===== src/source/heap_pkg.sv =====
////////////////////
// heap allocator package
// word sizes, tag masks, reserved words and the
// tagged-word union shared by the heap allocator blocks
////////////////////

package heap_pkg;

    // sizes
    localparam int DATA_SZ = 16;                   // bits per word
    localparam int ADDR_SZ = 8;                    // bits per cell index
    localparam int MEM_MAX = 1 << ADDR_SZ;         // cells in the heap

    // tag masks
    localparam logic [DATA_SZ-1:0] DIR_TAG = 16'h8000;  // direct fixnum
    localparam logic [DATA_SZ-1:0] MUT_TAG = 16'h4000;  // mutable memory
    localparam logic [DATA_SZ-1:0] OPQ_TAG = 16'h2000;  // opaque word
    localparam logic [DATA_SZ-1:0] VLT_TAG = 16'h1000;  // volatile memory
    localparam logic [DATA_SZ-1:0] PTR_TAGS = MUT_TAG | VLT_TAG;  // every heap pointer

    // reserved constants
    localparam logic [DATA_SZ-1:0] UNDEF = 16'h0000;    // o_addr after reset
    localparam logic [DATA_SZ-1:0] NIL   = 16'h0001;    // empty free list, no mut tag
    localparam logic [DATA_SZ-1:0] TRUE  = 16'h0002;
    localparam logic [DATA_SZ-1:0] FALSE = 16'h0003;
    localparam logic [DATA_SZ-1:0] UNIT  = 16'h0004;    // inert result
    localparam logic [DATA_SZ-1:0] ZERO  = 16'h8000;    // fixnum +0

    // controller states
    localparam logic ST_RUN  = 1'b0;               // serving requests
    localparam logic ST_HALT = 1'b1;               // stopped on error

    // one word, seen raw or as a pointer
    typedef union packed {
        logic [DATA_SZ-1:0] raw;                   // plain value
        struct packed {
            logic               dir;               // bit 15
            logic               mut;               // bit 14
            logic               opq;               // bit 13
            logic               vlt;               // bit 12
            logic [3:0]         rsvd;              // unused by the heap
            logic [ADDR_SZ-1:0] index;             // cell number
        } ptr;
    } heap_word_u;

endpackage


===== src/source/heap_bram.sv =====
////////////////////
// heap RAM
// 256 x 16 storage, one write and one registered read per clock
////////////////////

`timescale 1ns/1ps

module heap_bram (
    input  logic                         i_clk,
    input  logic                         i_arst_n,  // clears read register only
    input  logic                         i_we,
    input  logic [heap_pkg::ADDR_SZ-1:0] i_waddr,
    input  logic [heap_pkg::DATA_SZ-1:0] i_wdata,
    input  logic                         i_re,
    input  logic [heap_pkg::ADDR_SZ-1:0] i_raddr,
    output logic [heap_pkg::DATA_SZ-1:0] o_rdata   // holds when not reading
);

    import heap_pkg::*;

    logic [DATA_SZ-1:0] mem [MEM_MAX];

    always_ff @(posedge i_clk) begin
        if (i_we)
            mem[i_waddr] <= i_wdata;
    end

    // same-cell read during write sees old data
    always_ff @(posedge i_clk or negedge i_arst_n) begin
        if (!i_arst_n)
            o_rdata <= '0;
        else if (i_re)
            o_rdata <= mem[i_raddr];
    end

endmodule


===== config.mk =====
export PLATFORM = sky130hd
export DESIGN_NAME = heap_bram
export DESIGN_NICKNAME = d
export VERILOG_FILES = /design/src/source/heap_pkg.sv /design/src/source/heap_bram.sv
export SDC_FILE = /design/constraint.sdc
export NUM_CORES = 2
export LEC_CHECK = 0
export BUFFER_PORTS_ARGS = -buffer_cell sky130_fd_sc_hd__buf_4
export CORE_MARGIN = 2
export CORE_UTILIZATION = 35
export DETAILED_ROUTE_END_ITERATION = 6
export HOLD_SLACK_MARGIN = 0.15
export PLACE_DENSITY = 0.61
export SETUP_SLACK_MARGIN = 0.4
export SYNTH_ARGS = -nofsm -noshare
export SYNTH_HDL_FRONTEND = slang
export SYNTH_SLANG_ARGS = --single-unit

===== constraint.sdc =====
create_clock -name i_clk -period 2.85 [get_ports i_clk]
set_clock_uncertainty 0.2 [all_clocks]
set_input_delay 0.285 -clock i_clk [delete_from_list [all_inputs] [get_ports i_clk]]
set_output_delay 0.285 -clock i_clk [all_outputs]
set_load 0.02 [all_outputs]

# Word level (Yosys, flattened, before mapping)
# Memory sizes are Yosys's and may differ from the RTL's. A register that Yosys moved wholly into a read port is not among the register bits.
# Cells that the tools add are included.
totals:
  n_memories: 1
  ramBits: 4096
  inputBits: 36
  reg_bits: 0
op_classes:
  n_reduce_logical: 1
  n_mux: 2
mem_list:
  columns: ["name", "depth", "word_bits", "read_ports", "rd_ports_with_merged_regs", "write_ports", "line_no", "rtl"]
  rows:
  - ["mem", 256, 16, 1, 1, 1, "heap_bram.sv:21", "logic [DATA_SZ-1:0] mem [MEM_MAX];"]
op_table:
  columns: ["op", "count"]
  rows:
  - ["$mux 1", 2]
  - ["$logic_not 1->1", 1]

# Logic depth before layout (Yosys ltp)
logic_depth:
  depth_word: 2
  ltp_mapped: 13
  mapped_depth_nobuf: 7

# Least setup slack after synthesis
# OpenSTA, ideal clock, no wires.
synth_path:
  path_kind: "input-to-reg"
  startpoint: "input port i_waddr[0] in the netlist's numbering"
  endpoint: "memory mem[237][0] (enable)"
  required_time_ns: 2.262
  stages: 6
  setup_time_ns: 0.388
  n_path_buf: 3
  slack_ns: 0.200
  arrival_ns: 2.061
  path_cell_list: "clkbuf_1 > nor2b_1 > clkbuf_1 > nand4_1 > clkbuf_1 > nor2_1"
synth_rtl:
  columns: ["item", "line_no", "rtl"]
  rows:
  - ["start: declaration", "heap_bram.sv:12", "input logic [heap_pkg::ADDR_SZ-1:0] i_waddr,"]
  - ["end: declaration", "heap_bram.sv:21", null]
# No word-level cell before the write port.

==> flow_metrics.py <==
metrics = {
    "synth": {
        "synthFlopType": "edfxtp_1",
        "synth_top_area_frac": 0.773,
        "synth_compound_area_frac": 0.0372,
        "muxShareOfSynthArea": 0.147,
        "synthDistinctLibCells": 71,
        "netlist_top_cells_count": "edfxtp_1, mux4_2, mux2i_1",
        "ys_seq_elements": 4112,
        "synthAdderAreaFrac": 0,
        "yosysWarnings": 0,
        "synth_top_family_by_area": "multiplexers",
        "synthTopCellsByArea": "edfxtp_1, mux4_2, mux2i_1",
        "syn_avg_cell_area_sq_um": 21.1,
        "synthSimpleGateAreaFrac": 0.0203,
        "synthCells": 7536,
        "synth_top_area_cell": "edfxtp_1",
        "syn_area_sq_um": 159000,
        "synth-edff-count": 4096,
        "synth_fp_nets": 7572,
        "synth-async-reset-ratio": 0.00389,
        "yosysMostFrequentCell": "edfxtp_1",
        "ys_seq_area_frac": 0.776,
        "synth-xor-area-share": 0,
    },
    "floorplan": {
        "die_y_um": 678,
        "core_sq_um": 453000,
        "die_w_um": 678,
        "die-area_sq_um": 460000,
        "initial_core_util": 0.351,
        "std_cell_rows": 247,
        "pin_count": 52,
    },
    "setup_path": {
        "cp_max_fo": 1,
        "worstReg2RegEnd": "o_rdata[9]$_DFFE_PN0P_",
        "crit_path_start_kind": "register",
        "crit_path_end_kind": "register",
        "r2r_cells": 8,
        "cp-endpoint": "o_rdata[9]$_DFFE_PN0P_",
        "reg2reg_slack_ns": 0.04,
        "crit_start": "mem[198][9]$_DFFE_PP_",
        "arrival_ns": 3.40,
        "rr_startpoint": "mem[198][9]$_DFFE_PP_",
        "cp_data_required_time_ns": 3.44,
        "critPathKind": "reg2reg",
    },
    "layout": {
        "fill_cells": 38694,
        "fin_util": 0.421,
        "fin_cells": 15159,
        "nNetsFinal": 8875,
        "drive_above_1_share": 0.311,
        "seq_area_sq_um": 123000,
        "multi_input_area_sq_um": 33800,
        "syn2layout_area_growth_pct": 19.7,
    },
    "sta": {
        "fin_crit_sh": 0.986,
        "maxSlewHeadroom": 0.172,
        "maxSlewViolCount": 0,
        "finalSetupViolCount": 0,
        "fmax_mhz": 356,
        "fin_crit_ns": 2.81,
        "hold_viol_final": 0,
        "worst_pin_slew_ns": 1.24,
        "rsz0062_at_grt": "yes",
    },
    "grt": {
        "antenna_found_initial": 33,
        "grt_pass1_wl_mm": 660,
        "grt_util_all_layers": 0.201,
        "grt_max_degree": 125,
        "grt_pass1_vias": 84207,
        "gr-total-overflow": 0,
    },
    "route": {
        "drtIter0Drc": 11906,
        "avgViaCountPerCell": 5.62,
        "detail_route.wl_per_cell_um": 31.3,
        "wl_mm": 475,
        "drt_first_pass_iters": 7,
        "ant_nets": 0,
        "drc": 0,
        "num_vias": 85197,
    },
    "pwr": {
        "irDropWorstVdd_v": 0.000521,
        "internal_power_mw": 99.2,
        "p_seq_frac": 0.527,
        "power_density_nw_per_um2": 666,
        "pwr-share-clk": 0.413,
        "p_leak_nw": 62.1,
        "pwr-share-comb": 0.061,
        "switching_share": 0.218,
        "switchingPower_mw": 27.7,
    },
    "clock_network": {
        "htree_levels": 5,
        "cts_buffers": 411,
        "path_clk_slew_ns": 0.06,
        "cts_tree": "yes",
        "cts_sinks": 4112,
        "clkLatencyLatePin_ns": 1.02,
        "cts.path.max_buffers": 4,
        "cts_root_buffer": "clkbuf_16",
    },
    "place": {
        "hpwl_mm": 306,
        "gp_congestion": 0.886,
        "dp.cells": 14331,
        "portBuffers": 51,
    },
    "hold_path": {
        "min_path_type": "in2reg",
    },
    "outcome": {
        "status": "complete, no violations",
    },
    "flow_run": {
        "cap_violations": 0,
    },
}
## critical path: stages (launching register included)
cell and delay, ns:
edfxtp_1 0.38, mux4_2 0.47, mux2_4 0.30, o22ai_4 0.21, buf_6 0.15, nor3_4 0.06, and3_4 0.18, nand4_1 0.48
o221ai_2 0.21
## metal layers
layer  vias to the layer above  share of wire  track usage
met3                       847          0.097       0.0362
li1                      34360              -            -
met5                         -        0.00016            0
met1                     45288           0.39        0.273
met2                      4696           0.47        0.322
met4                         6          0.046       0.0779
## how the worst min path moves through the flow
stage | cells past startpoint | start | to | slack (ns)
after global routing | 5 | i_raddr[3] | o_rdata[9]$_DFFE_PN0P_ | 0.19
after floorplan | 0 | i_arst_n | o_rdata[0]$_DFFE_PN0P_ | -0.21
final | 2 | i_wdata[12] | mem[200][12]$_DFFE_PP_ | 0.20
after global placement | 1 | i_arst_n | o_rdata[2]$_DFFE_PN0P_ | 0.05
after CTS | 2 | i_wdata[12] | mem[200][12]$_DFFE_PP_ | 0.16
after detailed placement | 1 | i_arst_n | o_rdata[2]$_DFFE_PN0P_ | 0.05
## cell type report
type                    count  share of cell area
multi-input cells        2950               0.178
diodes                      9            0.000118
inverters                  15            0.000335
clock buffers             517              0.0573
flip-flops and latches   4112               0.648
well taps                5976              0.0393
clock inverters           231              0.0103
repair buffers           1349              0.0672
## stage by stage
stage          setup TNS [ns]  instance area, sq um  hold slack, ns  power, mW  setup slack [ns]
6_report                    0                190000           0.198        127            0.0403
2_1_floorplan               0                159000          -0.211       71.3             0.200
5_1_grt                     0                190000           0.186        130            0.0372
3_5_place_dp           -13.53                176000          0.0535       75.4             -1.12
4_1_cts                     0                190000           0.156        127            0.0883
3_3_place_gp           -15.92                176000          0.0502       75.3             -2.51
## cells in the final DEF (no fill, tap or decap), drive strengths merged, types with 16 or more instances in the layout
cell type and instances:
nand2 183, a211oi 73, nand3 56, edfxtp 4096, nor2 306, a22o 26
and2 17, bufinv 28, mux2i 607, clkbuf 517, mux2 41, inv 27
clkinv 182, a22oi 103, a221oi 21, dfrtp 16, nand4 28, nor3 53
o21ai 98, a31oi 18, mux4 736, o22ai 199, dlygate4sd3 58, a2111oi 37
a21oi 101, buf 1287, o221ai 121, nor4 21
## state kept, by name, summed over array words and instances, names as in the netlist
name     count
mem       4096
o_rdata     16
## kinds of logic (layout without fill, tap and decap cells)
logic type | after synthesis | in the layout
buffers and inverters | 474 | 2112
AO/OA/AOI/OAI | 842 | 842
multiplexers | 1384 | 1384
flip-flops | 4112 | 4112
other | 0 | 9
AND/OR/NAND/NOR | 724 | 724
## power by group through the flow
stage / combinational, mW / clock [mW] / sequential, mW
2_1_floorplan: 3.22 / 0 / 68.0
3_3_place_gp: 7.20 / 0 / 68.1
3_5_place_dp: 7.32 / 0 / 68.1
4_1_cts: 7.56 / 52.9 / 66.8
5_1_grt: 7.95 / 55.2 / 66.8
6_report: 7.69 / 52.3 / 66.8
## timing repair
item	CTS	global route
pin swaps	38	40
resized for setup	141	123
setup endpoints to repair	17	618
buffers inserted	4	2
hold endpoints to repair	6293	0
hold buffers	66	0
No activity file was read; power rests on OpenSTA's default activity.
