File: config.mk
export PLATFORM = sky130hd
export DESIGN_NAME = heap_counter
export DESIGN_NICKNAME = d
export VERILOG_FILES = /design/src/source/heap_pkg.sv /design/src/source/heap_counter.sv
export SDC_FILE = /design/constraint.sdc
export NUM_CORES = 1
export LEC_CHECK = 0
export ABC_CLOCK_PERIOD_IN_PS = 1800
export CAP_MARGIN = 20
export CORE_MARGIN = 2
export CORE_UTILIZATION = 50
export CTS_CLUSTER_SIZE = 28
export DETAILED_ROUTE_END_ITERATION = 12
export DONT_BUFFER_PORTS = 1
export PLACE_DENSITY = 0.66
export SLEW_MARGIN = 20
export SYNTH_ARGS = -nofsm -noshare
export SYNTH_HDL_FRONTEND = slang
export SYNTH_SLANG_ARGS = --single-unit
File: constraint.sdc
create_clock -name i_clk -period 1.8 [get_ports i_clk]
set_input_delay 0.18 -clock i_clk [delete_from_list [all_inputs] [get_ports i_clk]]
set_output_delay 0.18 -clock i_clk [all_outputs]
set_load 0.01 [all_outputs]
File: src/source/heap_pkg.sv
////////////////////
// heap allocator package
// word sizes, tag masks, reserved words and the
// tagged-word union shared by the heap allocator blocks
////////////////////

package heap_pkg;

    // sizes
    localparam int DATA_SZ = 16;                   // bits per word
    localparam int ADDR_SZ = 8;                    // bits per cell index
    localparam int MEM_MAX = 1 << ADDR_SZ;         // cells in the heap

    // tag masks
    localparam logic [DATA_SZ-1:0] DIR_TAG = 16'h8000;  // direct fixnum
    localparam logic [DATA_SZ-1:0] MUT_TAG = 16'h4000;  // mutable memory
    localparam logic [DATA_SZ-1:0] OPQ_TAG = 16'h2000;  // opaque word
    localparam logic [DATA_SZ-1:0] VLT_TAG = 16'h1000;  // volatile memory
    localparam logic [DATA_SZ-1:0] PTR_TAGS = MUT_TAG | VLT_TAG;  // every heap pointer

    // reserved constants
    localparam logic [DATA_SZ-1:0] UNDEF = 16'h0000;    // o_addr after reset
    localparam logic [DATA_SZ-1:0] NIL   = 16'h0001;    // empty free list, no mut tag
    localparam logic [DATA_SZ-1:0] TRUE  = 16'h0002;
    localparam logic [DATA_SZ-1:0] FALSE = 16'h0003;
    localparam logic [DATA_SZ-1:0] UNIT  = 16'h0004;    // inert result
    localparam logic [DATA_SZ-1:0] ZERO  = 16'h8000;    // fixnum +0

    // controller states
    localparam logic ST_RUN  = 1'b0;               // serving requests
    localparam logic ST_HALT = 1'b1;               // stopped on error

    // one word, seen raw or as a pointer
    typedef union packed {
        logic [DATA_SZ-1:0] raw;                   // plain value
        struct packed {
            logic               dir;               // bit 15
            logic               mut;               // bit 14
            logic               opq;               // bit 13
            logic               vlt;               // bit 12
            logic [3:0]         rsvd;              // unused by the heap
            logic [ADDR_SZ-1:0] index;             // cell number
        } ptr;
    } heap_word_u;

endpackage

File: src/source/heap_counter.sv
////////////////////
// heap counters
// bump pointer with overflow bit, and the live-cell count
////////////////////

`timescale 1ns/1ps

module heap_counter (
    input  logic                       i_clk,
    input  logic                       i_arst_n,
    input  logic                       i_al_bump,    // cell taken from the top
    input  logic                       i_al_list,    // cell taken from the free list
    input  logic                       i_fr_en,      // cell returned
    output logic [heap_pkg::ADDR_SZ:0] o_top_index,  // next fresh cell
    output logic                       o_heap_full,
    output logic [heap_pkg::ADDR_SZ:0] o_used        // live cells
);

    import heap_pkg::*;

    logic [ADDR_SZ:0] top_q;                       // msb is overflow
    logic [ADDR_SZ:0] used_q;

    // bump pointer only grows
    always_ff @(posedge i_clk or negedge i_arst_n) begin
        if (!i_arst_n)
            top_q <= '0;
        else if (i_al_bump)
            top_q <= top_q + 1'b1;
    end

    // count changes only on single alloc or free
    always_ff @(posedge i_clk or negedge i_arst_n) begin
        if (!i_arst_n) begin
            used_q <= '0;
        end else begin
            if (i_al_bump || i_al_list)
                used_q <= used_q + 1'b1;
            else if (i_fr_en)
                used_q <= used_q - 1'b1;
        end
    end

    assign o_top_index = top_q;
    assign o_heap_full = top_q[ADDR_SZ];           // all cells handed out
    assign o_used      = used_q;

endmodule

Word level (Yosys, flattened, before mapping)
Index checks and enable logic that the tools add are counted.
{ "op_classes": {"n_mux": 2, "addsub": 3, "reduce_logical": 2} }
{ "ops": {"columns": ["op", "count"], "rows": [
  ["9-bit by 1-bit adder with 9-bit output (second input constant)", 2],
  ["9-bit two-way mux", 2],
  ["9-bit by 1-bit subtractor with 9-bit output (second input constant)", 1],
  ["2-bit nonzero test", 1],
  ["1-bit logical OR", 1]
]} }
{ "totals": {"input_bits": 5, "out_inout_bits": 19, "word_cells": 9, "regBits": 18} }

Logic depth before layout (Yosys ltp)
Gate-level depths: netlist (run 1).
{ "logic_depth": {"depth_word": 3, "ltp_mapped": 10, "depth_no_buf": 8} }

Least setup slack after synthesis (run 1)
OpenSTA, ideal clock, no wires.
{ "synth_timing": {"path_type": "input to register", "from": "in i_al_bump", "to": "reg used_q[4] (netlist: o_used[4])", "setup_slack_ns": -0.338, "cell_stages": 9, "setup_ns": 0.079, "t_arrival_ns": 2.059, "path_buffers": 2, "required_time_ns": 1.721, "path_cell_list": "buf_6 > or2_1 > clkbuf_1 > xnor2_1 > ha_1 > or4_4 > o211ai_2 > mux2i_1 > xor2_1"} }
{ "synth_between": {"elab_chain_cells": 2, "elab_cells_between_ends": 3, "classes_between": "1 x mux; 2 x reduce/logical"} }
{ "synth_rtl": {"columns": ["element", "line_no", "source"], "rows": [
  ["start: declaration", "heap_counter.sv:11", "input logic i_al_bump,"],
  ["1-bit logical OR *", "heap_counter.sv:37", "if (i_al_bump || i_al_list)"],
  ["9-bit two-way mux or 2-bit nonzero test (tied branches)", null, null],
  ["end signal: assignment", "heap_counter.sv:38", "used_q <= used_q + 1'b1;"],
  ["end signal: assignment", "heap_counter.sv:40", "used_q <= used_q - 1'b1;"],
  ["end: declaration", "heap_counter.sv:22", "logic [ADDR_SZ:0] used_q;"]
]} }
Every way passes the cells marked *; elsewhere a longest branch is shown, timed or not.
A chain may end at the register's enable or synchronous reset.

Worst setup path in the final report (run 1)
{ "layout_timing": {"from": "reg used_q[1] (netlist: o_used[1])", "to": "reg used_q[4] (netlist: o_used[4])"} }
{ "layout_between": {"elab_chain_cells": 3, "elab_cells_between_ends": 4, "classes_between": "2 x add/sub; 2 x mux"} }
{ "layout_rtl": {"columns": ["element", "line_no", "source"], "rows": [
  ["9-bit by 1-bit subtractor with 9-bit output", "heap_counter.sv:40", null],
  ["9-bit two-way mux", "heap_counter.sv:39", "else if (i_fr_en)"],
  ["9-bit two-way mux *", "heap_counter.sv:37", null]
]} }
Every way passes the cells marked *; elsewhere a longest branch is shown, timed or not. The select of a mux whose other input is x is not followed.

==> metrics.yaml, run 1 <==
run_status: "finished, violations left"
violations: "setup timing"
antenna_cells: 0
irDropWorstVdd_v: 0.0007851
clock-root-buffer: "clkbuf_4"
yosys_warnings: 0
drive_above_1_share_pct: 22.77
yosys.area.top_type: "dfrtp_1"
dp_slack_ns: -0.009465
hold_viol: 0
detail_route.wl_per_cell_um: 15.43
fp.dieArea_um2: 2408
worstMarginPinSlew_ns: 0.8115
cp-start-kind: "flop"
powerDensity_nw_per_um2: 1697
yosys.area_share.adder_pct: 3.695
synth_fp_nets: 101
postLayoutSetupSlackWorst_ns: -0.02088
cts_buffer_depth: 2
netlist_area_um2: 1016
synthMuxAreaShare_pct: 5.172
numCtsBuffers: 3
die_h_um: 49.08
cts.htree.levels: 1
gr-total-overflow: 0
syn_inst: 93
dp_hpwl_mm: 1.523
synth_cell_types: 31
multi_input_area_um2: 533.0
cp.required_ns: 2.03
netlist.area_leader.share_pct: 44.33
grt_max_degree: 19
crit_type: "reg -> reg"
timing.fmax_mhz: 549.2
vias_per_cell: 5.805
place_congestion: 0.7254
ant_nets: 0
cap_viol_max_count: 0
power.leakage_nw: 0.4803
synth-simple-area-share_pct: 16.50
cts.sinks: 18
drt_iter0_drc: 12
min_period_ns: 1.821
die_w_um: 49.08
cts_tree: "built"
cts_setup_buffers: 0
drc: 0
io_buffer_count: 0
track_usage_pct: 19.32
fin_hold_ws_ns: 0.02462
areaGrowthSynthToFinish_pct: 11.70
synthXorXnorAreaFrac_pct: 13.79
yosysSeqAreaShare_pct: 44.33
yosysMostFrequentCell: "dfrtp_1"
synth.top_cells.by_area: "dfrtp_1, xnor2_1, xor2_1"
final_core_util_pct: 58.44
firstDrtPassIters: 4
finalWirelength_mm: 1.975
synth_enable_flop_cells: 0
avgSynthCellArea_um2: 10.92
fillers: 177
antenna_found_initial: 0
ys_async_sr_fraction_pct: 100.0
crit_path_end_kind: "flop"
grt_pass1_wl_mm: 3.574
synth_ff_type: "dfrtp_1"
yosys-top-cells-count: "dfrtp_1, xnor2_1, nand2_1"
fp-row-count: 16
drv_slew: 0
grt_pass1_vias: 772
timing.final.crit_share_pct: 101.2
regArea_um2: 450.4
fin_nets: 110
synth_compound_area_share_pct: 11.95
start_util_pct: 52.32
synth_seq_cells: 18
worst-path-max-fanout: 3
clkTransAtPathRegs_ns: 0.11
relSlewSlack_pct: 45.72
setup_viol: 1
vias: 743
io_pins: 24
rsz0062_at_grt: "true"
synth_top_family_by_area: "simple AND/OR/NAND/NOR gates"
clock_skew_ns: 0.008089
hold_path.class: "in -> reg"
arrival_ns: 2.05
core_area_um2: 1942
insertion_delay_ns: 0.30
worst max-delay path, cell delays in order (launching register included):
cell and delay, ns:
dfrtp_1 0.42, xnor2_1 0.13, ha_2 0.17, or4_4 0.49
o211ai_4 0.13, mux2i_1 0.25, xor2_1 0.15
cell usage in the layout, fill, tap and decap left out, types with 2 or more instances in the layout:
cell,count
nand3_1,3
nor2_1,4
o211a_1,2
mux2i_1,3
nand2_1,7
clkbuf_4,3
buf_4,7
or4_4,2
mux2_2,2
xnor2_1,11
nor3_1,5
nand4_1,3
xor2_1,5
o21ai_0,2
nor3_2,2
dfrtp_1,18
a22oi_1,2
dlygate4sd3_1,2
o31ai_1,3
ha_1,2
area by class of cell:
class,count,area share [%]
Inverter,2,0.7718
Multi-Input combinational cell,68,46.97
Sequential cell,18,39.69
Tap cell,27,2.977
Timing Repair Buffer,9,6.395
Clock buffer,4,3.197
cell families (layout without fill, tap and decap cells):
family          after synthesis  count (layout)
fa+ha+maj                     3               3
xor+xnor                     16              16
flops                        18              18
mux                           5               5
simple gates                 30              30
compound gates               14              14
buf+inv                       7              15
per-layer routing:
layer / vias up / global-route usage (%) / share of wire, % / routed length (um)
li1: 356 / - / - / -
met1: 369 / 21.60 / 43 / 845
met2: 16 / 35.36 / 52 / 1033
met3: 2 / 4.294 / 3.6 / 72
met4: 0 / 7.143 / 1.2 / 23
met5: - / 0 / 0 / 0
flip-flops by register name, indices dropped and copies added, names as in the netlist:
register / flops
o_used: 9
o_top_index: 9
report_power, final:
| group | switching (mW) | leakage, nW | internal (mW) |
|---|---|---|---|
| Sequential | 0.328 | 0.214 | 0.593 |
| Combinational | 0.360 | 0.246 | 0.391 |
| Clock | 0.131 | 0.0210 | 0.123 |
| Total | 0.819 | 0.480 | 1.11 |
metrics by stage:
| stage | total power, mW | instance area, um2 | setup TNS [ns] | std cells |
|---|---|---|---|---|
| 4_1_cts | 1.945 | 1135 | -0.005703 | 128 |
| 3_5_place_dp | 1.680 | 1079 | -0.009465 | 122 |
| 6_report | 1.926 | 1135 | -0.02088 | 128 |
| 5_1_grt | 2.075 | 1135 | -0.2610 | 128 |
| 3_3_place_gp | 1.643 | 1079 | 0 | 122 |
| 2_1_floorplan | 1.464 | 1040 | -0.6560 | 93 |
path summary, 6_finish.rpt:
kind | startpoint | end | slack [ns] | depth (start not counted)
hold reg to reg | o_used[8] | o_used[8] | 0.54 | 1
max in group asynchronous | i_arst_n | o_top_index[3] | 0.89 | 1
hold / removal | i_al_bump | o_top_index[2] | 0.02 | 2
setup reg to reg | o_used[1] | o_used[4] | -0.02 | 6
setup / recovery | o_used[1] | o_used[4] | -0.02 | 6
min in group asynchronous | i_arst_n | o_top_index[8] | 0.40 | 1
what timing repair did:
item,4_1_cts,5_1_grt
pin swaps,1,3
gates resized for setup,0,0
hold endpoints to repair,19,0
endpoints found under the setup margin,1,4
hold buffers,2,0
Note: power is estimated with default switching activity, not from simulation.
==> run 2: changes to the inputs <==
--- a/config.mk
+++ b/config.mk
@@ -5,15 +5,16 @@
 export SDC_FILE = /design/constraint.sdc
 export NUM_CORES = 1
 export LEC_CHECK = 0
-export ABC_CLOCK_PERIOD_IN_PS = 1800
+export ABC_CLOCK_PERIOD_IN_PS = 2150
 export CAP_MARGIN = 20
 export CORE_MARGIN = 2
 export CORE_UTILIZATION = 50
 export CTS_CLUSTER_SIZE = 28
 export DETAILED_ROUTE_END_ITERATION = 12
 export DONT_BUFFER_PORTS = 1
-export PLACE_DENSITY = 0.66
+export PLACE_DENSITY = 0.63
 export SLEW_MARGIN = 20
 export SYNTH_ARGS = -nofsm -noshare
 export SYNTH_HDL_FRONTEND = slang
 export SYNTH_SLANG_ARGS = --single-unit
+export TNS_END_PERCENT = 20
==> constraint.sdc (replaced) <==
create_clock -name i_clk -period 2.15 [get_ports i_clk]
set_input_delay 0.215 -clock i_clk [delete_from_list [all_inputs] [get_ports i_clk]]
set_output_delay 0.215 -clock i_clk [all_outputs]
set_load 0.01 [all_outputs]
==> run 2 against run 1 <==
Compared with the run above:
- the run now ends clean
- sequential power down 13%
- critical path depth unchanged
- critical endpoint unchanged
- sequential share of layout area up 1.6 points
- non-clock buffer count down 4
- worst hold slack better by 0.054 ns
- final cell count down 3.1%
- critical path type unchanged
- core utilization down 2.3 points
- maximum frequency down 1.1%
==> metrics.yaml, run 2 (same netlist as run 1, synthesis figures left out) <==
run_status: "finished, final reports clean"  # was finished, violations left
drive_above_1_share_pct: 17.53  # was 22.77%
totalPowerFinal_mw: 1.542  # was 1.926 mW
numCtsBuffers: 3  # unchanged
seq_power_share_pct: 51.8  # was 47.8%
die_w_um: 49.08  # unchanged
drv_slew: 0  # unchanged
finalWirelength_mm: 1.891  # was 1.975 mm
grt_pass1_wl_mm: 3.305  # was 3.574 mm
arrival_ns: 2.07  # was 2.05 ns
clkTransAtPathRegs_ns: 0.11  # about the same
vias: 700  # was 743
crit_slowest_cell: "or4_4"  # unchanged
fin_nets: 106  # was 110
multi_input_area_um2: 519.2  # was 533.0 um2
crit_path_cell_trace: "xnor2_1, ha_1, or4_4, o211ai_2, mux2i_1, xor2_1"  # was xnor2_1, ha_2, or4_4, o211ai_4, mux2i_1, xor2_1
core_area_um2: 1942  # unchanged
vias_per_cell: 5.645  # was 5.805
cp-start-kind: "flop"  # unchanged
fp-row-count: 16  # unchanged
cp_top_family: "simple AND/OR/NAND/NOR gates"  # unchanged
cts_setup_buffers: 0  # unchanged
setup_tns_ns: 0  # was -0.02088 ns
cts.sinks: 18  # unchanged
hold_viol: 0  # unchanged
antenna_found_initial: 0  # unchanged
die_h_um: 49.08  # unchanged
firstDrtPassIters: 4  # unchanged
drc: 0  # unchanged
timing.final.crit_share_pct: 85.60  # was 101.2%
relSlewSlack_pct: 46.07  # was 45.72%
areaGrowthSynthToFinish_pct: 7.390  # was 11.70%
final_cell_mix: "dfrtp_1, xnor2_1, nand2_1"  # was dfrtp_1, xnor2_1, nand2_1, buf_4
slowest_delay_ns: 0.49  # about the same
p_int_mw: 0.8824  # was 1.107 mW
insertion_delay_ns: 0.29  # was 0.30 ns
track_usage_pct: 18.02  # was 19.32%
regArea_um2: 450.4  # unchanged
ant_nets: 0  # unchanged
drt_iter0_drc: 12  # unchanged
cts.htree.levels: 1  # unchanged
swShare_pct: 42.76  # was 42.51%
grt_max_degree: 19  # unchanged
detail_route.wl_per_cell_um: 15.25  # was 15.43 um
clock-root-buffer: "clkbuf_4"  # unchanged
p_sw_mw: 0.6593  # was 0.8188 mW
layout_commonest_cell: "dfrtp_1"  # unchanged
crit_path_end_kind: "flop"  # unchanged
io_pins: 24  # unchanged
rsz0062_at_grt: "false"  # was true
powerDensity_nw_per_um2: 1413  # was 1697 nW/um2
cp.required_ns: 2.38  # was 2.03 ns
worst-path-buf-inv: 0  # unchanged
gr-total-overflow: 0  # unchanged
setup_viol: 0  # was 1
worstMarginPinSlew_ns: 0.8062  # was 0.8115 ns
clock_skew_ns: 0.01074  # was 0.008089 ns
timing.fmax_mhz: 543.4  # was 549.2 MHz
antenna_cells: 0  # unchanged
pwr-share-clk_pct: 13.5  # was 13.2%
cts_buffer_depth: 2  # unchanged
cts_tree: "built"  # unchanged
power.leakage_nw: 0.4608  # was 0.4803 nW
fin_hold_ws_ns: 0.07891  # was 0.02462 ns
irDropWorstVdd_v: 0.0008423  # was 0.0007851 V
fp.dieArea_um2: 2408  # unchanged
place_congestion: 0.7647  # was 0.7254
hold_path.class: "in -> reg"  # unchanged
crit_type: "reg -> reg"  # unchanged
power.share.combinational_pct: 34.6  # was 39.0%
worst-path-max-fanout: 4  # was 3
grt_pass1_vias: 743  # was 772
fillers: 179  # was 177
regToRegSetupSlack_ns: 0.31  # was -0.02 ns
cap_viol_max_count: 0  # unchanged
min_period_ns: 1.840  # was 1.821 ns
io_buffer_count: 0  # unchanged
start_util_pct: 52.32  # unchanged
dp_hpwl_mm: 1.399  # was 1.523 mm
==> run 2: power by group through the flow <==
| stage | Combinational [mW] | Clock [mW] | Sequential (mW) |
|---|---|---|---|
| 2_1_floorplan | 0.453 | 0 | 0.753 |
| 3_3_place_gp | 0.503 | 0 | 0.803 |
| 3_5_place_dp | 0.528 | 0 | 0.808 |
| 4_1_cts | 0.538 | 0.217 | 0.799 |
| 5_1_grt | 0.602 | 0.230 | 0.832 |
| 6_report | 0.534 | 0.208 | 0.799 |
==> run 2: worst register-to-register path: stages (launching register included) <==
cell      delay, ns
dfrtp_1        0.41
xnor2_1        0.13
ha_1           0.22
or4_4          0.49
o211ai_2       0.12
mux2i_1        0.25
xor2_1         0.15
==> run 2: per-layer routing <==
metal | routed length (um) | part of all wire (%) | GRT usage [%]
met4 | 15 | 0.79 | 5.714
met5 | 0 | 0 | 0
met3 | 175 | 9.3 | 8.282
met2 | 901 | 48 | 28.38
met1 | 798 | 42 | 21.83
==> run 2: area by class of cell <==
type,instances,area share (%)
Sequential cell,18,41.28
Timing Repair Buffer,5,3.899
Multi-Input combinational cell,68,47.59
Clock buffer,4,3.326
Inverter,2,0.8027
Tap cell,27,3.096
==> run 2: repair_timing <==
action,4_1_cts,5_1_grt
hold endpoints to repair,19,0
hold buffers,2,0
setup endpoints to repair,0,0
resized for setup,0,0
==> run 2: final timing paths <==
kind,from,endpoint,cells after the start
hold reg to reg,o_used[8],o_used[8],1
setup reg to reg,o_used[1],o_used[4],6
setup / recovery,o_used[1],o_used[4],6
max in group asynchronous,i_arst_n,o_top_index[1],1
min in group asynchronous,i_arst_n,o_used[4],1
hold / removal,i_al_bump,o_top_index[2],2
==> run 2: per-stage QoR <==
stage	std cells	setup WS, ns	area [um2]	util [%]
after detailed placement	118	0.2340	1035	53.29
after floorplan	93	0.02192	1017	-
after global placement	118	0.2780	1035	53.29
after CTS	124	0.2938	1091	56.19
after global routing	124	0.2090	1091	56.19
final	124	0.3096	1091	56.19
