## config.mk

```make
export PLATFORM = sky130hd
export DESIGN_NAME = heap_free_list
export DESIGN_NICKNAME = d
export VERILOG_FILES = /design/src/source/heap_pkg.sv /design/src/source/heap_free_list.sv
export SDC_FILE = /design/constraint.sdc
export NUM_CORES = 1
export LEC_CHECK = 0
export BUFFER_PORTS_ARGS = -buffer_cell sky130_fd_sc_hd__buf_2
export CAP_MARGIN = 15
export CORE_ASPECT_RATIO = 1.1
export CORE_MARGIN = 2
export CORE_UTILIZATION = 45
export CTS_CLUSTER_DIAMETER = 120
export DETAILED_ROUTE_END_ITERATION = 8
export HOLD_SLACK_MARGIN = 0.06
export MAX_ROUTING_LAYER = met4
export PLACE_DENSITY = 0.8
export SLEW_MARGIN = 40
export SYNTH_ARGS = -nofsm -noshare
export SYNTH_HDL_FRONTEND = slang
export SYNTH_SLANG_ARGS = --single-unit
```

## constraint.sdc

```tcl
create_clock -name i_clk -period 2.83 [get_ports i_clk]
set_clock_uncertainty 0.1 [all_clocks]
set_input_delay 0.566 -clock i_clk [delete_from_list [all_inputs] [get_ports i_clk]]
set_output_delay 0.566 -clock i_clk [all_outputs]
set_load 0.005 [all_outputs]
```

## src/source/heap_pkg.sv

```systemverilog
////////////////////
// heap allocator package
// word sizes, tag masks, reserved words and the
// tagged-word union shared by the heap allocator blocks
////////////////////

package heap_pkg;

    // sizes
    localparam int DATA_SZ = 16;                   // bits per word
    localparam int ADDR_SZ = 8;                    // bits per cell index
    localparam int MEM_MAX = 1 << ADDR_SZ;         // cells in the heap

    // tag masks
    localparam logic [DATA_SZ-1:0] DIR_TAG = 16'h8000;  // direct fixnum
    localparam logic [DATA_SZ-1:0] MUT_TAG = 16'h4000;  // mutable memory
    localparam logic [DATA_SZ-1:0] OPQ_TAG = 16'h2000;  // opaque word
    localparam logic [DATA_SZ-1:0] VLT_TAG = 16'h1000;  // volatile memory
    localparam logic [DATA_SZ-1:0] PTR_TAGS = MUT_TAG | VLT_TAG;  // every heap pointer

    // reserved constants
    localparam logic [DATA_SZ-1:0] UNDEF = 16'h0000;    // o_addr after reset
    localparam logic [DATA_SZ-1:0] NIL   = 16'h0001;    // empty free list, no mut tag
    localparam logic [DATA_SZ-1:0] TRUE  = 16'h0002;
    localparam logic [DATA_SZ-1:0] FALSE = 16'h0003;
    localparam logic [DATA_SZ-1:0] UNIT  = 16'h0004;    // inert result
    localparam logic [DATA_SZ-1:0] ZERO  = 16'h8000;    // fixnum +0

    // controller states
    localparam logic ST_RUN  = 1'b0;               // serving requests
    localparam logic ST_HALT = 1'b1;               // stopped on error

    // one word, seen raw or as a pointer
    typedef union packed {
        logic [DATA_SZ-1:0] raw;                   // plain value
        struct packed {
            logic               dir;               // bit 15
            logic               mut;               // bit 14
            logic               opq;               // bit 13
            logic               vlt;               // bit 12
            logic [3:0]         rsvd;              // unused by the heap
            logic [ADDR_SZ-1:0] index;             // cell number
        } ptr;
    } heap_word_u;

endpackage

```

## src/source/heap_free_list.sv

```systemverilog
////////////////////
// heap free list
// head and link registers of the free list, allocated
// address output, and RAM address and data steering
////////////////////

`timescale 1ns/1ps

module heap_free_list (
    input  logic                         i_clk,
    input  logic                         i_arst_n,
    input  logic                         i_al_list,    // alloc from list head
    input  logic                         i_al_bump,    // alloc from bump pointer
    input  logic                         i_al_pass,    // freed cell handed back out
    input  logic                         i_fr_en,      // free only
    input  logic                         i_rd_en,      // memory port read
    input  logic                         i_wr_en,      // memory port write
    input  heap_pkg::heap_word_u         i_data,       // initial cell value
    input  heap_pkg::heap_word_u         i_addr,
    input  heap_pkg::heap_word_u         i_waddr,
    input  heap_pkg::heap_word_u         i_wdata,
    input  heap_pkg::heap_word_u         i_raddr,
    input  logic [heap_pkg::ADDR_SZ:0]   i_top_index,
    input  logic [heap_pkg::DATA_SZ-1:0] i_rdata,      // ram output
    output heap_pkg::heap_word_u         o_addr,
    output logic                         o_list_empty,
    output logic                         o_ram_we,
    output logic [heap_pkg::ADDR_SZ-1:0] o_ram_waddr,
    output logic [heap_pkg::DATA_SZ-1:0] o_ram_wdata,
    output logic                         o_ram_re,
    output logic [heap_pkg::ADDR_SZ-1:0] o_ram_raddr
);

    import heap_pkg::*;

    heap_word_u head_q;                            // next cell to hand out
    heap_word_u link_q;                            // cell after head
    logic       link_rd_q;                         // link sits on ram output
    heap_word_u link;                              // current link
    heap_word_u bump_addr;                         // fresh cell as pointer

    assign link = link_rd_q ? heap_word_u'(i_rdata) : link_q;

    assign o_list_empty = !head_q.ptr.mut;         // NIL carries no mut tag

    always_comb begin
        bump_addr           = heap_word_u'(PTR_TAGS);
        bump_addr.ptr.index = i_top_index[ADDR_SZ-1:0];
    end

    // list registers
    always_ff @(posedge i_clk or negedge i_arst_n) begin
        if (!i_arst_n) begin
            head_q    <= heap_word_u'(NIL);
            link_q    <= heap_word_u'(NIL);
            link_rd_q <= 1'b0;
        end else begin
            if (link_rd_q) begin                   // catch link before rdata moves
                link_q    <= heap_word_u'(i_rdata);
                link_rd_q <= 1'b0;
            end
            if (i_al_list) begin
                head_q    <= link;                 // pop
                link_rd_q <= 1'b1;                 // next link read this cycle
            end else if (i_fr_en) begin
                head_q    <= i_addr;               // push
                link_q    <= head_q;
                link_rd_q <= 1'b0;
            end
        end
    end

    // allocated address
    always_ff @(posedge i_clk or negedge i_arst_n) begin
        if (!i_arst_n)
            o_addr <= heap_word_u'(UNDEF);
        else if (i_al_list)
            o_addr <= head_q;
        else if (i_al_bump)
            o_addr <= bump_addr;
        else if (i_al_pass)
            o_addr <= i_addr;                      // freed cell reused at once
    end

    // ram write side
    always_comb begin
        o_ram_we    = i_al_list || i_al_bump || i_al_pass || i_fr_en || i_wr_en;
        o_ram_waddr = i_waddr.ptr.index;
        o_ram_wdata = i_data.raw;                  // allocs store initial data
        if (i_wr_en) begin
            o_ram_wdata = i_wdata.raw;
        end else if (i_fr_en) begin
            o_ram_waddr = i_addr.ptr.index;
            o_ram_wdata = head_q.raw;              // old head linked in
        end else if (i_al_pass) begin
            o_ram_waddr = i_addr.ptr.index;
        end else if (i_al_list) begin
            o_ram_waddr = head_q.ptr.index;
        end else if (i_al_bump) begin
            o_ram_waddr = bump_addr.ptr.index;
        end
    end

    // ram read side, link fetch on list alloc
    assign o_ram_re    = i_rd_en || i_al_list;
    assign o_ram_raddr = i_rd_en ? i_raddr.ptr.index : link.ptr.index;

endmodule

```

# After elaboration in Yosys (flattened, before gate mapping)
# Cells that the tools add are included.
[word_totals]
ff_bits = 49
in_bits = 113
[op_classes]
n_reduce_logical = 8
n_mux = 17
[op_table]
columns = ["operator", "count"]
rows = [
  ["$mux W16", 10],
  ["$mux W8", 6],
  ["$logic_or A1 B1 Y1", 5],
  ["$reduce_bool A3 Y1", 1],
  ["$reduce_bool A2 Y1", 1],
  ["$logic_not A1 Y1", 1],
  ["$mux W1", 1],
]

# Longest topological paths before layout
# Gate-level depths: netlist (run 1).
[logic_depth]
word_depth = 5
mapped_depth = 5

# Worst setup path after synthesis (run 1)
# Ideal clock, no wire load.
[synth_timing]
kind = "input port to output port"
startpoint = "input port i_al_list"
endpoint = "output port o_ram_we"
path_buffers = 1
path_stages = 3
setup_slack_ns = 0.776
t_required_ns = 2.164
t_arrival_ns = 1.388
path_cell_list = "or3_1 > buf_2 > or3_1"
[synth_between]
elab_chain_len = 4
[synth_rtl]
columns = ["element", "line_no", "rtl"]
rows = [
  ["from (decl)", "heap_free_list.sv:12", "input logic i_al_list,"],
  ["$logic_or A1 B1 Y1 (4 in a row)", "heap_free_list.sv:87", "o_ram_we = i_al_list || i_al_bump || i_al_pass || i_fr_en || i_wr_en;"],
  ["to (decl)", "heap_free_list.sv:27", "output logic o_ram_we,"],
]
# Every way passes these cells.

# Worst setup path in the final report (run 1)
[layout_timing]
startpoint = "register link_rd_q"
endpoint = "output port o_ram_raddr[1] in the netlist's numbering"
[layout_between]
elab_chain_len = 2
[layout_rtl]
columns = ["element", "line_no", "rtl"]
rows = [
  ["from (decl)", "heap_free_list.sv:38", "logic link_rd_q;"],
  ["from (signal assigned)", "heap_free_list.sv:56", "link_rd_q <= 1'b0;"],
  ["from (signal assigned)", "heap_free_list.sv:60", "link_rd_q <= 1'b0;"],
  ["from (signal assigned)", "heap_free_list.sv:64", "link_rd_q <= 1'b1;"],
  ["$mux W16", "heap_free_list.sv:42", "assign link = link_rd_q ? heap_word_u'(i_rdata) : link_q;"],
  ["$mux W8", "heap_free_list.sv:106", "assign o_ram_raddr = i_rd_en ? i_raddr.ptr.index : link.ptr.index;"],
  ["to (decl)", "heap_free_list.sv:31", "output logic [heap_pkg::ADDR_SZ-1:0] o_ram_raddr"],
]
# Every way passes these cells.

==> results_dict.tcl, run 1 <==
set metrics [dict create \
    status "complete, no violations" \
    reg2reg_from "link_rd_q" \
    p_int_mw 1.210 \
    max_slew_margin_pct 58.47 \
    r2r-end "link_q[4]" \
    post-route-period-util_pct 85.35 \
    ios 164 \
    hold_path.class "in -> async" \
    vias_per_cell 5.316 \
    die_y_um 89.57 \
    yosys_warnings 0 \
    path_common_cell "mux2_2" \
    core_region_area_mm2 0.006516 \
    hold_buffers 0 \
    reg2reg_depth 2 \
    grtUsageTotal_pct 23.36 \
    crit_start "link_rd_q" \
    numPortBuffers 146 \
    pwr-share-seq_pct 49.5 \
    clock_sinks 49 \
    grt_pass1_wl_mm 12.59 \
    dp_hpwl_mm 6.343 \
    die_x_um 81.79 \
    postCtsSetupRepairBufs 0 \
    ys_seq_area_share_pct 41.02 \
    crit_chain "mux2_2 > mux2_2 > buf_2" \
    cts-root-buf "clkbuf_8" \
    cp_max_fo 9 \
    drc 0 \
    grt_max_degree 50 \
    critPathKind "reg -> out" \
    final_common_cell "buf_2" \
    slowest_stage "dfrtp_1" \
    grt_pass1_vias 2636 \
    die_area_mm2 0.007326 \
    final_core_util_pct 59.22 \
    grt-ovfl-total 0 \
    clock_latency_ns 0.29 \
    p_sw_share_pct 29.53 \
    clock.fmax_mhz 414.0 \
    tightest_slew_ns 0.6229 \
    power_mw 1.717 \
    drt-pass1-iter-count 4 \
    r2r_setup_slack_ns 1.27 \
    hold_viol_final 0 \
    instances_no_fill 538 \
    ant_nets 0 \
    fillerInstances 601 \
    clockBufferDepth 2 \
    power_density_mw_per_mm2 445.0 \
    cp.arrival_ns 1.75 \
    gp_congestion 0.7734 \
    fin_tns_setup_ns 0 \
    drive_gt1_share_pct 41.45 \
    slowest_delay_ns 0.63 \
    synthTopCellsByArea "dfrtp_1 (39%), mux2i_1 (13%), mux2_2 (7.5%)" \
    crit_path_start_kind "register" \
    postSynthCellCount 316 \
    multiInputGateArea_mm2 0.001619 \
    required_ns 2.16 \
    synthToLayoutAreaGrowth_pct 28.82 \
    drt_wl_total_mm 8.409 \
    p_leak_nw 1.954 \
    syn-cell-area_mm2 0.002995 \
    drtIter0Drc 136 \
    vias 2860 \
    nNetsFinal 568 \
    cp-endpoint "o_ram_raddr[1]" \
    setup_viol 0 \
    synth-seq-cells 49 \
    combPwrFrac_pct 27.5 \
    end_kind "primary output" \
    seq_area_mm2 0.001229 \
    layout_common_cells "buf_2 (146), dfrtp_1 (47), mux2i_1 (40), nand2_1 (38), o21ai_0 (25)" \
    p_switching_mw 0.5069 \
    synth_cell_types 31 \
    p_clk_share_pct 22.9 \
    cts_tree "built" \
    rsz0062_at_grt "false" \
    synth_largest_area_cell "dfrtp_1" \
    synth_fp_nets 429 \
    path_clk_slew_ns 0.09 \
    cap_viol_max_count 0 \
    avgSynthCellArea_um2 9.479 \
    diodes 0 \
    antenna_found_initial 0 \
    cts_made_buffers 5 \
    drv_slew 0 \
    start_util_pct 45.97 \
    cts.repair.resized 0 \
    synth_top_area_share_pct 39.26 \
    fp-row-count 31 \
    peakVddDrop_mv 0.2801 \
    fin_crit_ns 2.415 \
    post-place-cells 530 \
    h-tree-depth 2 \
    avgRoutedWirePerCell_um 15.63 \
]
[final cells by class]
cell class | count | area share, %
multi-input cells | 239 | 41.96
well taps | 82 | 2.659
clock buffers | 8 | 2.075
flip-flops and latches | 49 | 31.84
inverters | 2 | 0.1946
repair buffers | 158 | 21.27
[cell usage after synthesis, drive strengths merged]
| library cell | instances |
|---|---|
| nand2 | 38 |
| nor2b | 9 |
| o21ai | 38 |
| a22oi | 1 |
| inv | 2 |
| or3 | 2 |
| a21oi | 17 |
| a211oi | 8 |
| or2 | 2 |
| o21bai | 8 |
| dfrtp | 47 |
| nand2b | 1 |
| nand3b | 8 |
| nor2 | 18 |
| mux2i | 40 |
| buf | 19 |
| clkbuf | 7 |
| dfstp | 2 |
| and3 | 8 |
| a31oi | 8 |
| o2bb2ai | 8 |
| mux2 | 24 |
| a21o | 1 |
[power groups by stage]
stage / clock [mW] / sequential, mW / combinational (mW)
global placement: 0 / 0.863 / 0.462
CTS: 0.408 / 0.852 / 0.479
global route: 0.432 / 0.861 / 0.529
floorplan: 0 / 0.847 / 0.269
finish: 0.394 / 0.851 / 0.473
detailed placement: 0 / 0.865 / 0.478
[state kept, by name, summed over array words and instances, names as in the netlist]
register,cells
head_q,16
link_q,16
link_rd_q,1
o_addr,16
[cell families after synthesis]
kind of cell | synth area share [%]
AO/OA/AOI/OAI | 17.71
AND/OR/NAND/NOR | 13.70
multiplexers | 22.64
buffers and inverters | 4.929
flip-flops | 41.02
[through the flow]
stage | area, um^2 | hold slack (ns) | setup slack, ns
detailed placement | 3779 | 0.4371 | 0.5280
global route | 3859 | 0.3122 | 0.3615
floorplan | 2995 | 0.1704 | 0.7764
global placement | 3779 | 0.4211 | 0.5749
CTS | 3859 | 0.2884 | 0.4150
finish | 3859 | 0.2719 | 0.4146
[per-layer routing]
metal | track usage [%] | part of all wire (%) | vias to the layer above | routed length, um
met3 | 3.300 | 6.9 | 8 | 580
met1 | 27.27 | 41 | 1326 | 3454
met4 | 6.364 | 1.1 | 0 | 91
li1 | - | - | 1406 | -
met5 | - | 0 | - | 0
met2 | 41.98 | 51 | 120 | 4283
[worst min path at each step]
stage                    start  depth (start not counted)         end
floorplan             i_arst_n                          0  head_q[10]
global placement    head_q[11]                          2  o_addr[11]
detailed placement   o_addr[6]                          2   o_addr[6]
CTS                   i_arst_n                          2  link_q[10]
global route          i_arst_n                          2   link_q[3]
finish                i_arst_n                          2  o_addr[10]
[worst max-delay path, delay by kind of cell, from the launching register on]
family	cells	cell delay, ns
DFF	1	0.63
buffers and inverters	1	0.13
muxes	2	0.70
(Power assumes the default switching activity.)
==> run 2: changes to the inputs <==
Settings changed: REMOVE_ABC_BUFFERS set to 1.
==> run 2 against run 1 <==
  * Highest routed layer unchanged
  * Count of clock-buffer cells in the layout shrank 1
  * Sequential share of layout area down 0.32 points
  * Final area is 1.0% higher
  * Total power increased by 1.1%
  * Via count up 1.3%
  * Hold slack lost 0.10 ns
==> results_dict.tcl, run 2 (synthesis results as in run 1) <==
set metrics [dict create \
    vias_per_cell 5.387 \
    cts-root-buf "clkbuf_8" \
    drive_gt1_share_pct 41.89 \
    nNetsFinal 569 \
    crit_path_start_kind "primary input" \
    clock.fmax_mhz 409.1 \
    cts_made_buffers 5 \
    reg2reg_depth 3 \
    postCtsSetupRepairBufs 0 \
    cp.arrival_ns 1.78 \
    drtIter0Drc 139 \
    grtUsageTotal_pct 23.79 \
    setup_viol 0 \
    numPortBuffers 146 \
    fin_tns_setup_ns 0 \
    clock_sinks 49 \
    max_slew_margin_pct 58.90 \
    power_density_mw_per_mm2 445.2 \
    drv_slew 0 \
    critPathKind "in -> out" \
    core_region_area_mm2 0.006516 \
    dp_hpwl_mm 6.265 \
    tightest_slew_ns 0.6166 \
    die_area_mm2 0.007326 \
    reg.largest.list "head_q: 16 flops, link_q: 16 flops, o_addr: 16 flops" \
    ios 164 \
    fp-row-count 31 \
    worst_slack_ns 0.3854 \
    post-route-period-util_pct 86.38 \
    fin_crit_ns 2.445 \
    drc 0 \
    start_util_pct 45.97 \
    vias 2898 \
    clock_latency_ns 0.29 \
    post-place-cells 531 \
    layout_common_cells "buf_2 (146), dfrtp_1 (47), mux2i_1 (40), nand2_1 (38), o21ai_0 (25)" \
    cts_tree "built" \
    die_x_um 81.79 \
    clockBufferDepth 2 \
    cts.repair.resized 0 \
    instances_no_fill 538 \
    gp_congestion 0.8000 \
    end_kind "primary output" \
    avgRoutedWirePerCell_um 15.65 \
    h-tree-depth 2 \
    dp_slack_ns 0.3613 \
    hold_path.class "in -> async" \
    ant_nets 0 \
    p_leak_nw 1.973 \
    cp_max_fo 11 \
    hold_viol_final 0 \
    peakVddDrop_mv 0.3356 \
    grt_max_degree 43 \
    power_mw 1.735 \
    rsz0062_at_grt "false" \
    cap_viol_max_count 0 \
    final_common_cell "buf_2" \
    required_ns 2.16 \
    path_clk_slew_ns 0.08 \
    drt_wl_total_mm 8.420 \
    die_y_um 89.57 \
    grt_pass1_vias 2811 \
    drt-pass1-iter-count 4 \
    synthToLayoutAreaGrowth_pct 30.12 \
    grt_pass1_wl_mm 12.98 \
    diodes 0 \
    hold_buffers 0 \
    grt-ovfl-total 0 \
    status "complete, no violations" \
    antenna_found_initial 0 \
    fillerInstances 604 \
]
==> run 2: cell type report <==
| cell class | count | area, um^2 | share of cell area, % |
|---|---|---|---|
| flip-flops and latches | 49 | 1229 | 31.52 |
| clock buffers | 7 | 86.33 | 2.215 |
| inverters | 2 | 7.507 | 0.1926 |
| repair buffers | 159 | 853.3 | 21.89 |
| well taps | 82 | 102.6 | 2.632 |
| multi-input cells | 239 | 1619 | 41.54 |
==> run 2: metal layers <==
layer | part of all wire [%] | GRT usage [%]
met2 | 52 | 43.90
met3 | 7.3 | 5.400
met5 | 0 | -
met1 | 40 | 26.52
met4 | 0.84 | 3.939
==> run 2: path summary, 6_finish.rpt <==
path / start / end / slack [ns]
setup / recovery: i_al_pass / o_ram_waddr[6] / 0.39
hold / removal: i_arst_n / head_q[4] / 0.17
setup reg to reg: link_rd_q / link_q[3] / 1.35
hold reg to reg: head_q[8] / o_addr[8] / 0.44
max in group asynchronous: i_arst_n / link_q[7] / 1.71
min in group i_clk: head_q[8] / o_addr[8] / 0.44
==> run 2: where the power goes <==
part,switching [mW],internal [mW]
clock network,0.215,0.194
logic,0.233,0.248
registers,0.0539,0.791
==> run 2: critical path, cell delays in order <==
cell and delay (ns):
buf_2 0.22, nor2_2 0.30, a21o_1 0.37, o2bb2ai_1 0.17, buf_2 0.14
==> run 2: metrics by stage <==
step | cell area, um^2 | hold WS (ns) | utilization [%]
after floorplan | 2855 | 0.1704 | -
after global routing | 3897 | 0.2071 | 59.81
after global placement | 3811 | 0.4182 | 58.49
final | 3897 | 0.1712 | 59.81
after CTS | 3897 | 0.1923 | 59.81
after detailed placement | 3811 | 0.4345 | 58.49
==> run 3: changes to the inputs <==
Settings changed: CORE_UTILIZATION 45 to 25, GPL_TIMING_DRIVEN set to 0, PLACE_DENSITY 0.8 to 0.49.
==> run 3 against run 2 <==
  * Via count down 2.3%
  * Non-clock buffer count down 10
  * Cell count up 11%
  * Sequential cell count unchanged
  * Critical path depth down 1
  * Die area up 76%
  * Clock power up 56%
  * Sequential share of layout area down 0.64 points
  * Final area up 2.2%
  * Hold slack better by 0.041 ns
  * First-iteration DRC count down 48%
  * Sequential power up 0.7%
==> results_dict.tcl, run 3 (synthesis results as in run 1) <==
set metrics [dict create \
    die_x_um 108.4 \
    gr-max-usage-layer "met2" \
    clockBufferDepth 2 \
    grtUsageMet2_pct 25.90 \
    h-tree-depth 2 \
    reg2reg_from "link_rd_q" \
    grt-ovfl-total 0 \
    grt_max_degree 63 \
    clock_latency_ns 0.28 \
    cp_max_fo 62 \
    reg2reg_depth 2 \
    final_common_cell "buf_2" \
    r2r_setup_slack_ns 1.19 \
    numPortBuffers 146 \
    end_kind "primary output" \
    avgRoutedWirePerCell_um 15.86 \
    fp-row-count 41 \
    drt_wl_total_mm 9.501 \
    vias 2832 \
    hold_path.class "in -> async" \
    reg.largest.list "head_q: 16 flops, link_q: 16 flops, o_addr: 16 flops" \
    drv_slew 0 \
    fin_tns_setup_ns 0 \
    r2r-end "link_q[5]" \
    peakVddDrop_mv 0.2581 \
    drt-pass1-iter-count 4 \
    dp_hpwl_mm 6.453 \
    rsz0062_at_grt "false" \
    antenna_found_initial 1 \
    pwr-share-seq_pct 43.5 \
    cap_viol_max_count 0 \
    cp-endpoint "o_ram_we" \
    required_ns 2.16 \
    fin_crit_ns 2.677 \
    crit_path_start_kind "primary input" \
    max_slew_margin_pct 50.94 \
    nNetsFinal 559 \
    core_region_area_mm2 0.01159 \
    critPathKind "in -> out" \
    cts_tree "built" \
    grtUsageTotal_pct 15.40 \
    post-route-period-util_pct 94.58 \
    clock.fmax_mhz 373.6 \
    synthToLayoutAreaGrowth_pct 32.96 \
    cts_made_buffers 5 \
    grt_pass1_vias 2825 \
    drtIter0Drc 72 \
    die_area_mm2 0.01287 \
    p_clk_share_pct 32.6 \
    grt_pass1_wl_mm 15.01 \
    power_mw 1.956 \
    p_sw_share_pct 28.21 \
    hold_viol_final 0 \
    cp.arrival_ns 2.01 \
    vias_per_cell 4.728 \
    final_area_mm2 0.003983 \
    cts-root-buf "clkbuf_16" \
    dpl_cell_area_mm2 0.003785 \
    status "complete, no violations" \
    use_met1_pct 19.37 \
    die_y_um 118.8 \
    hold_buffers 0 \
    combPwrFrac_pct 23.9 \
    gp_congestion 0.7137 \
    start_util_pct 25.84 \
    gr-usage-met3_pct 3.199 \
    setup_viol 0 \
    layout_common_cells "buf_2 (143), dfrtp_1 (46), mux2i_1 (40), nand2_1 (38), o21ai_0 (25)" \
    ant_nets 0 \
    ios 164 \
    power_density_mw_per_mm2 491.2 \
    drc 0 \
    path_clk_slew_ns 0.07 \
    crit_start "i_al_list" \
    drive_gt1_share_pct 41.61 \
    p_leak_nw 1.956 \
    clock_sinks 49 \
    tightest_slew_ns 0.7359 \
    p_switching_mw 0.5519 \
    p_int_mw 1.404 \
]
-- run 3: cell types whose count changed in the layout (fill, tap and decap cells not counted), moves of 2 or more --
cell,delta
buf_12,-2
buf_2,-3
buf_4,-5
clkbuf_16,+5
clkbuf_8,-4
diode_2,+2
nor2_4,+2
-- run 3: metrics by stage --
stage	utilization, %	hold slack, ns	instances	setup WS (ns)
after global placement	32.55	0.4255	586	-0.4740
after CTS	34.11	0.2434	594	0.06422
after floorplan	-	0.1704	290	0.7779
final	34.35	0.2119	599	0.1535
after detailed placement	32.65	0.4295	586	-0.2810
after global routing	34.33	0.2681	598	0.05562
-- run 3: what timing repair did --
item | 4_1_cts | 5_1_grt
cloned | 0 | 0
resized for setup | 3 | 0
setup endpoints to repair | 8 | 5
buffers inserted | 0 | 3
pin swaps | 0 | 1
-- run 3: worst min path at each step --
stage | startpoint | endpoint | slack [ns] | depth (start not counted)
2_1_floorplan | i_arst_n | head_q[10] | 0.17 | 0
3_3_place_gp | head_q[13] | o_addr[13] | 0.43 | 2
3_5_place_dp | head_q[9] | o_addr[9] | 0.43 | 2
4_1_cts | i_arst_n | link_q[2] | 0.24 | 1
5_1_grt | i_arst_n | head_q[5] | 0.27 | 1
6_report | i_arst_n | link_q[5] | 0.21 | 1
-- run 3: cell type report --
cell class | count | area, um^2
fillers | 1250 | 7611
multi-input cells | 239 | 1634
flip-flops and latches | 49 | 1230
repair buffers | 149 | 760.7
well taps | 150 | 187.7
clock buffers | 7 | 152.6
inverters | 2 | 7.507
clock inverters | 1 | 5.005
diodes | 2 | 5.005
-- run 3: critical path: stages --
cell and delay [ns]:
buf_4 0.29, or3_1 0.62, or3_1 0.35, buf_2 0.13
-- run 3: routing by layer --
layer	vias to the layer above	routed length (um)
met1	1339	4290
li1	1391	-
met3	2	646
met2	100	4534
met5	-	0
met4	0	29
-- run 3: power by group through the flow --
stage | logic [mW] | clock network (mW) | registers, mW
6_report | 0.468 | 0.637 | 0.851
5_1_grt | 0.530 | 0.696 | 0.863
4_1_cts | 0.475 | 0.670 | 0.852
3_5_place_dp | 0.472 | 0 | 0.865
3_3_place_gp | 0.466 | 0 | 0.864
2_1_floorplan | 0.225 | 0 | 0.851
